$ cat src/hw/board_map_pkg.sv
/*
  source-measure board register map
  addresses, the register struct and the board-safe values
*/
`default_nettype none

package board_map_pkg;

  //////////////////////////////////////////////////
  // register addresses
  //////////////////////////////////////////////////

  localparam logic [7:0] addr_led        = 8'd7;
  localparam logic [7:0] addr_periph_sel = 8'd8;
  localparam logic [7:0] addr_dac        = 8'd9;
  localparam logic [7:0] addr_rails      = 8'd10;
  // not a register, writing here restores safe values
  localparam logic [7:0] addr_soft_reset = 8'd11;
  localparam logic [7:0] addr_adc        = 8'd14;
  localparam logic [7:0] addr_clamp1     = 8'd15;
  localparam logic [7:0] addr_clamp2     = 8'd16;
  localparam logic [7:0] addr_rails_oe   = 8'd24;

  //////////////////////////////////////////////////
  // control word, eight nibbles
  //////////////////////////////////////////////////

  typedef struct packed {
    logic [3:0] led;
    logic [3:0] periph_sel;
    logic [3:0] dac;
    logic [3:0] rails;
    logic [3:0] rails_oe;
    logic [3:0] adc;
    logic [3:0] clamp1;
    logic [3:0] clamp2;
  } board_ctrl_t;

  // board-safe state
  // clamps are active low, all off
  // rails output enable active low, keep rails off until host is ready
  localparam board_ctrl_t ctrl_reset_value = '{
    led:        4'b0000,
    periph_sel: 4'b0000,
    dac:        4'b0000,
    rails:      4'b0000,
    rails_oe:   4'b0001,
    adc:        4'b0000,
    clamp1:     4'b1111,
    clamp2:     4'b1111
  };

endpackage

`default_nettype wire

$ cat src/hw/spi_frame_pkg.sv
/*
  host spi link frame layout
  one 16 bit word per frame, address byte first, then clear and set nibbles
*/
`default_nettype none

package spi_frame_pkg;

  // bits per host frame, msb first on the wire
  localparam int frame_bits = 16;

  // one control register value
  typedef logic [3:0] nibble_t;

  //////////////////////////////////////////////////
  // frame word
  //////////////////////////////////////////////////

  // first byte shifted in is the address
  // low nibble of the value byte sets, high nibble clears
  // overlapping set and clear bits mean toggle
  typedef struct packed {
    logic [7:0] addr;
    nibble_t    clr;
    nibble_t    set;
  } frame_t;

endpackage

`default_nettype wire

$ cat src/hw/board_ctrl_top.sv
/*
  source-measure board control fpga top
  host spi receiver, control registers and peripheral spi steering
*/
`timescale 1ns/1ns
`default_nettype none

module board_ctrl_top
  import spi_frame_pkg::*, board_map_pkg::*;
(
  input  logic        clk,
  input  logic        arst_n,
  input  logic        sclk,
  input  logic        cs_n,
  input  logic        mosi,
  input  logic        cs2_n,
  input  logic [3:0]  periph_miso,
  output logic        miso,
  output logic [3:0]  periph_cs_n,
  output board_ctrl_t ctrl
);

  // adc, dac, flash and spare
  localparam int n_periph = 4;

  frame_t     frame;
  logic       frame_valid;
  logic [7:0] rd_addr;
  nibble_t    rd_data;
  logic       dout;

  //////////////////////////////////////////////////
  // host frame path
  //////////////////////////////////////////////////

  spi_frame_rx rx_i (
    .clk         (clk),
    .arst_n      (arst_n),
    .sclk        (sclk),
    .cs_n        (cs_n),
    .mosi        (mosi),
    .rd_data     (rd_data),
    .rd_addr     (rd_addr),
    .frame       (frame),
    .frame_valid (frame_valid),
    .dout        (dout)
  );

  ctrl_reg_bank regs_i (
    .clk         (clk),
    .arst_n      (arst_n),
    .frame       (frame),
    .frame_valid (frame_valid),
    .rd_addr     (rd_addr),
    .rd_data     (rd_data),
    .ctrl        (ctrl)
  );

  //////////////////////////////////////////////////
  // peripheral steering
  //////////////////////////////////////////////////

  periph_spi_mux #(
    .n_periph (n_periph)
  ) mux_i (
    .periph_sel  (ctrl.periph_sel[n_periph-1:0]),
    .cs2_n       (cs2_n),
    .dout        (dout),
    .periph_miso (periph_miso),
    .periph_cs_n (periph_cs_n),
    .miso        (miso)
  );

endmodule

`default_nettype wire

$ cat src/hw/ctrl_reg_bank.sv
/*
  board control register bank
  applies set/clear/toggle frames, soft reset and readback decode
*/
`timescale 1ns/1ns
`default_nettype none

module ctrl_reg_bank
  import spi_frame_pkg::*, board_map_pkg::*;
(
  input  logic        clk,
  input  logic        arst_n,
  input  frame_t      frame,
  input  logic        frame_valid,
  input  logic [7:0]  rd_addr,
  output nibble_t     rd_data,
  output board_ctrl_t ctrl
);

  //////////////////////////////////////////////////
  // update rule
  //////////////////////////////////////////////////

  // any overlap between set and clear toggles just those bits
  // otherwise or in the set bits, then force the clear bits low
  function automatic nibble_t apply_frame(input nibble_t old_val, input frame_t f);
    nibble_t tgl;
    tgl = f.set & f.clr;
    if (|tgl)
    begin
      apply_frame = old_val ^ tgl;
    end
    else
    begin
      apply_frame = (old_val | f.set) & ~f.clr;
    end
  endfunction

  //////////////////////////////////////////////////
  // registers
  //////////////////////////////////////////////////

  always_ff @(posedge clk or negedge arst_n)
  begin
    if (!arst_n)
    begin
      ctrl <= ctrl_reset_value;
    end
    else if (frame_valid)
    begin
      case (frame.addr)
        addr_led:        ctrl.led        <= apply_frame(ctrl.led, frame);
        addr_periph_sel: ctrl.periph_sel <= apply_frame(ctrl.periph_sel, frame);
        addr_dac:        ctrl.dac        <= apply_frame(ctrl.dac, frame);
        addr_rails:      ctrl.rails      <= apply_frame(ctrl.rails, frame);
        addr_rails_oe:   ctrl.rails_oe   <= apply_frame(ctrl.rails_oe, frame);
        addr_adc:        ctrl.adc        <= apply_frame(ctrl.adc, frame);
        addr_clamp1:     ctrl.clamp1     <= apply_frame(ctrl.clamp1, frame);
        addr_clamp2:     ctrl.clamp2     <= apply_frame(ctrl.clamp2, frame);
        // value byte is don't care for soft reset
        addr_soft_reset: ctrl            <= ctrl_reset_value;
        default:
        begin
          // unmapped address, frame dropped
        end
      endcase
    end
  end

  //////////////////////////////////////////////////
  // readback decode
  //////////////////////////////////////////////////

  // current value, before this frame's update
  always_comb
  begin
    case (rd_addr)
      addr_led:        rd_data = ctrl.led;
      addr_periph_sel: rd_data = ctrl.periph_sel;
      addr_dac:        rd_data = ctrl.dac;
      addr_rails:      rd_data = ctrl.rails;
      addr_rails_oe:   rd_data = ctrl.rails_oe;
      addr_adc:        rd_data = ctrl.adc;
      addr_clamp1:     rd_data = ctrl.clamp1;
      addr_clamp2:     rd_data = ctrl.clamp2;
      // soft reset and unmapped read as zero
      default:         rd_data = '0;
    endcase
  end

endmodule

`default_nettype wire

$ cat src/hw/periph_spi_mux.sv
/*
  peripheral spi steering
  cs2_n fans out to the selected chip-selects, miso picks the source
*/
`timescale 1ns/1ns
`default_nettype none

module periph_spi_mux #(
  parameter int n_periph = 4
) (
  input  logic [n_periph-1:0] periph_sel,
  input  logic                cs2_n,
  input  logic                dout,
  input  logic [n_periph-1:0] periph_miso,
  output logic [n_periph-1:0] periph_cs_n,
  output logic                miso
);

  // cs2_n high means host talks to us, peripherals all deselected
  // cs2_n low passes the frame through to every selected peripheral
  always_comb
  begin
    if (cs2_n)
    begin
      periph_cs_n = '1;
      miso        = dout;
    end
    else
    begin
      periph_cs_n = ~periph_sel;
      // more than one select is allowed, their miso lines are ored
      miso        = |(periph_sel & periph_miso);
    end
  end

endmodule

`default_nettype wire

$ cat src/hw/spi_frame_rx.sv
/*
  host spi frame receiver
  samples sclk, cs_n and mosi into clk, collects 16 bit frames
  and shifts the addressed register nibble back out
*/
`timescale 1ns/1ns
`default_nettype none

module spi_frame_rx
  import spi_frame_pkg::*;
(
  input  logic       clk,
  input  logic       arst_n,
  input  logic       sclk,
  input  logic       cs_n,
  input  logic       mosi,
  input  nibble_t    rd_data,
  output logic [7:0] rd_addr,
  output frame_t     frame,
  output logic       frame_valid,
  output logic       dout
);

  localparam int cnt_w     = $clog2(frame_bits) + 1;
  localparam int addr_bits = $bits(rd_addr);
  localparam int nib_bits  = $bits(nibble_t);

  // [0] and [1] sync stages, [2] previous value for edges
  logic [2:0] sclk_q;
  logic [2:0] cs_q;
  logic [1:0] mosi_q;

  logic                  sclk_rise;
  logic                  sclk_fall;
  logic                  cs_rise;
  logic                  cs_fall;
  logic                  addr_done;
  logic                  rd_load;
  logic [cnt_w-1:0]      bit_cnt;
  logic [frame_bits-1:0] shift_q;
  logic [2*nib_bits-1:0] out_q;

  //////////////////////////////////////////////////
  // synchronizers and edge detect
  //////////////////////////////////////////////////

  always_ff @(posedge clk or negedge arst_n)
  begin
    if (!arst_n)
    begin
      sclk_q <= '0;
      // cs idles high, no false frame start out of reset
      cs_q   <= '1;
      mosi_q <= '0;
    end
    else
    begin
      sclk_q <= {sclk_q[1:0], sclk};
      cs_q   <= {cs_q[1:0], cs_n};
      mosi_q <= {mosi_q[0], mosi};
    end
  end

  // sclk edges only count inside our own frame
  // peripherals see the same sclk while cs2_n is low
  assign sclk_rise = sclk_q[1] & ~sclk_q[2] & ~cs_q[1];
  assign sclk_fall = ~sclk_q[1] & sclk_q[2] & ~cs_q[1];
  assign cs_fall   = ~cs_q[1] & cs_q[2];
  assign cs_rise   = cs_q[1] & ~cs_q[2];
  assign addr_done = sclk_rise && (bit_cnt == cnt_w'(addr_bits - 1));

  //////////////////////////////////////////////////
  // mosi shift and bit count
  //////////////////////////////////////////////////

  always_ff @(posedge clk or negedge arst_n)
  begin
    if (!arst_n)
    begin
      shift_q     <= '0;
      bit_cnt     <= '0;
      rd_addr     <= '0;
      rd_load     <= 1'b0;
      frame_valid <= 1'b0;
    end
    else
    begin
      // short and long frames are dropped here
      frame_valid <= cs_rise && (bit_cnt == cnt_w'(frame_bits));
      rd_load     <= addr_done;
      if (cs_fall)
      begin
        bit_cnt <= '0;
      end
      else if (sclk_rise)
      begin
        shift_q <= {shift_q[frame_bits-2:0], mosi_q[1]};
        // saturate so very long frames never wrap back to 16
        if (bit_cnt != '1)
        begin
          bit_cnt <= bit_cnt + 1'b1;
        end
      end
      // eighth bit completes the address byte
      if (addr_done)
      begin
        rd_addr <= {shift_q[addr_bits-2:0], mosi_q[1]};
      end
    end
  end

  assign frame = frame_t'(shift_q);

  //////////////////////////////////////////////////
  // readback on miso
  //////////////////////////////////////////////////

  // four zero bits, then the nibble msb first
  // nibble lands one clk after the address, well before the next sclk fall
  always_ff @(posedge clk or negedge arst_n)
  begin
    if (!arst_n)
    begin
      out_q <= '0;
      dout  <= 1'b0;
    end
    else if (cs_fall)
    begin
      out_q <= '0;
      dout  <= 1'b0;
    end
    else if (rd_load)
    begin
      out_q <= {{nib_bits{1'b0}}, rd_data};
    end
    else if (sclk_fall)
    begin
      dout  <= out_q[2*nib_bits-1];
      out_q <= {out_q[2*nib_bits-2:0], 1'b0};
    end
  end

endmodule

`default_nettype wire

$ cat config.mk
export PLATFORM = sky130hd
export DESIGN_NAME = board_ctrl_top
export DESIGN_NICKNAME = d
export VERILOG_FILES = /design/src/hw/board_map_pkg.sv /design/src/hw/spi_frame_pkg.sv /design/src/hw/board_ctrl_top.sv /design/src/hw/ctrl_reg_bank.sv /design/src/hw/periph_spi_mux.sv /design/src/hw/spi_frame_rx.sv
export SDC_FILE = /design/constraint.sdc
export NUM_CORES = 1
export LEC_CHECK = 0
export BUFFER_PORTS_ARGS = -buffer_cell sky130_fd_sc_hd__buf_2
export CAP_MARGIN = 25
export CORE_MARGIN = 1
export CORE_UTILIZATION = 53
export CTS_CLUSTER_DIAMETER = 200
export DETAILED_ROUTE_END_ITERATION = 6
export PLACE_DENSITY = 0.87
export SLEW_MARGIN = 20
export SYNTH_ARGS = -nofsm -noshare
export SYNTH_HDL_FRONTEND = slang
export SYNTH_SLANG_ARGS = --single-unit
$ cat constraint.sdc
create_clock -name clk -period 1.9 [get_ports clk]
set_input_delay 0.475 -clock clk [delete_from_list [all_inputs] [get_ports clk]]
set_output_delay 0.475 -clock clk [all_outputs]
set_load 0.02 [all_outputs]
==> impl_metrics.json <==
{
  "die-area_um2": 8750,
  "final_max_slew_viol_count": 0,
  "synth_compound_area_share_pct": 22.5,
  "vias": 4394,
  "cts_root_buf": "clkbuf_8",
  "path_max_fanout": 5,
  "num_rows": 33,
  "drtIter0Drc": 545,
  "cts_tree": "done",
  "via_per_inst": 6.57,
  "clk_pin_slew_worst_paths_ns": 0.09,
  "hpwl_mm": 9.16,
  "p_per_area_nw_per_um2": 701,
  "synthTopCellsByArea": "dfrtp_1 (38%), dfstp_2 (7.1%), mux2_2 (5.6%)",
  "syn_area_um2": 4440,
  "power.leakage_nw": 2.43,
  "syn_inst": 471,
  "die_h_um": 93.5,
  "wire_per_inst_um": 19.5,
  "fin_nets": 572,
  "post_synth.cell_area_avg_um2": 9.43,
  "drcViolationCount": 0,
  "cts.path.max_buffers": 2,
  "io_buffers": 46,
  "antenna_found_initial": 0,
  "worst_slew_pin_slew_ns": 0.607,
  "period_minus_slack_ns": 1.96,
  "synthFlopType": "dfrtp_1",
  "pin_count": 47,
  "clock_sinks": 80,
  "crit_required_ns": 2.15,
  "muxShareOfSynthArea_pct": 7.16,
  "syn-num-nets": 484,
  "yosysSeqAreaShare_pct": 45.4,
  "start_util_pct": 54.3,
  "outcome": "finished, violations left",
  "fin_skew_ns": 0.0101,
  "final_util_pct": 66.3,
  "final_area_um2": 5420,
  "dr.pass1.iters": 5,
  "ys_ff_latch": 80,
  "slew_headroom_pct": 59.4,
  "grt_max_degree": 42,
  "maxCapViolCount": 0,
  "synth_top_family_by_area": "compound AO/OA/AOI/OAI gates",
  "ant_nets": 0,
  "synth_fa_ha_area_share_pct": 0.845,
  "hold_viol_final": 0,
  "syn2layout_area_growth_pct": 22.1,
  "fmax_mhz": 509,
  "gp_congestion": 0.945,
  "yosys_warnings": 0,
  "core_um2": 8180,
  "h-tree-depth": 3,
  "synth_cell_types": 59,
  "yosys.area.top_type": "dfrtp_1",
  "layout-drive-gt1-share_pct": 32.1,
  "cts_buffers": 9,
  "grt_use_total_pct": 31.0,
  "rsz0062_at_grt": "yes",
  "die_w_um": 93.5,
  "fin_crit_sh_pct": 103,
  "setup_viol": 5,
  "yosysTopAreaCellShare_pct": 38.3,
  "dpl_cell_area_um2": 5070,
  "setup_ws_ns": -0.0646,
  "hold_class": "input port to register",
  "yosys.area_share.simple_pct": 19.2,
  "synth_xor_area_share_pct": 1.18,
  "synthArstFlopShare_pct": 100,
  "clk_latency_ns": 0.37,
  "routed_wl_mm": 13.0,
  "grt_pass1_wl_mm": 20.6,
  "grt_pass1_vias": 4019,
  "fillers": 633,
  "ir_drop_v": 0.000377,
  "synth_edf_count": 0,
  "critPathKind": "register to register",
  "failed_checks": "setup timing",
  "grt_overflow": 0,
  "start_kind": "register",
  "antenna_cells": 0,
  "cp.arrival_ns": 2.21,
  "endpoint_kind": "register"
}
stage by stage:
stage          power [W]  setup WS (ns)  TNS (ns)  instances  hold slack [ns]
4_1_cts          0.00374       -0.00842   -0.0147        664            0.194
5_1_grt          0.00393         -0.108    -0.767        669            0.196
3_3_place_gp     0.00251        -0.0582    -0.220        644            0.332
3_5_place_dp     0.00255         -0.136    -0.577        644            0.335
6_report         0.00380        -0.0646    -0.203        669            0.194
2_1_floorplan    0.00226        -0.0741    -0.736        471            0.179
cell type report:
cell class	instances	area [um2]	area share [%]
clock buffers	9	124	2.29
clock inverters	7	62.6	1.15
inverters	8	30.0	0.554
multi-input cells	356	2350	43.4
flip-flops and latches	80	2020	37.2
well taps	105	131	2.42
repair buffers	104	703	13.0
layout by cell type, fill, tap and decap left out, drive strengths merged, types with 8 or more instances in the layout:
cell type	Yosys	layout
inv	8	13
a22oi	16	16
nand2b	8	8
o22ai	17	17
dfstp	12	12
clkbuf	18	9
mux2	22	22
dfrtp	68	68
buf	10	103
a32oi	8	8
or3	8	8
a31oi	10	10
nand2	54	54
a22o	12	12
or4	7	8
nor2	34	34
a21oi	40	40
o21ai	32	32
power breakdown:
part	switching, W	total, W	internal (W)
registers	0.0000363	0.00180	0.00176
clock network	0.000719	0.00122	0.000504
logic	0.000502	0.000782	0.000279
kinds of logic after synthesis:
kind of cell / count (synthesis)
AO/OA/AOI/OAI: 157
adder cells (fa/ha/maj): 3
flip-flops: 80
multiplexers: 29
XOR/XNOR: 6
buffers and inverters: 36
AND/OR/NAND/NOR: 160
repair_timing:
item	CTS	global route
resized for setup	13	12
setup buffers	2	5
hold buffers	1	0
gates cloned	1	0
endpoints found under the hold margin	15	0
pin swaps	1	8
endpoints found under the setup margin	20	32
layer usage:
| metal | GRT usage, % | wire, um | share of wire [%] |
|---|---|---|---|
| met5 | 0 | 0 | 0 |
| met4 | 15.1 | 509 | 3.9 |
| met3 | 4.31 | 1340 | 10 |
| met2 | 48.7 | 6000 | 46 |
| met1 | 42.0 | 5200 | 40 |
synth_stat cells, types with 6 or more instances:
library cell,number
a22oi_1,16
clkbuf_1,18
mux2i_1,7
nor2b_1,6
dfrtp_1,68
a21oi_1,40
a32oi_1,8
nand2_1,54
a22o_1,12
mux2_2,22
or3_1,7
nand3_1,7
a31oi_1,10
nand2b_1,8
o21ai_0,28
nor2_1,33
o31ai_1,7
dfstp_2,12
inv_1,8
o22ai_1,17
state kept, by name, summed over array words and instances (netlist names):
name	flops
rx_i.rd_addr	8
rx_i.frame_valid	1
rx_i.mosi_q	2
rx_i.dout	1
rx_i.frame	16
rx_i.bit_cnt	5
rx_i.out_q	8
regs_i.ctrl	32
rx_i.rd_load	1
rx_i.cs_q	3
rx_i.sclk_q	3
final timing paths:
| path | from | endpoint | slack [ns] | cells after the start |
|---|---|---|---|---|
| setup reg to reg | rx_i.frame[15]$_DFFE_PN0P_ | regs_i.ctrl[17]$_DFFE_PN0P_ | -0.06 | 5 |
| min in group asynchronous | arst_n | rx_i.dout$_DFFE_PN0P_ | 0.51 | 2 |
| max in group asynchronous | arst_n | regs_i.ctrl[24]$_DFFE_PN0P_ | 0.82 | 3 |
| hold reg to reg | rx_i.mosi_q[0]$_DFF_PN0_ | rx_i.mosi_q[1]$_DFF_PN0_ | 0.35 | 0 |
| hold / removal | cs_n | rx_i.cs_q[0]$_DFF_PN1_ | 0.19 | 1 |
| setup / recovery | rx_i.frame[15]$_DFFE_PN0P_ | regs_i.ctrl[17]$_DFFE_PN0P_ | -0.06 | 5 |
worst max-delay path, stage by stage, from the launching register on:
cell and delay (ns):
dfrtp_1 0.43, or4_4 0.60, or3_4 0.44, buf_4 0.15, a21oi_1 0.13, o22ai_1 0.09
Power figures use the tool's default switching activity.
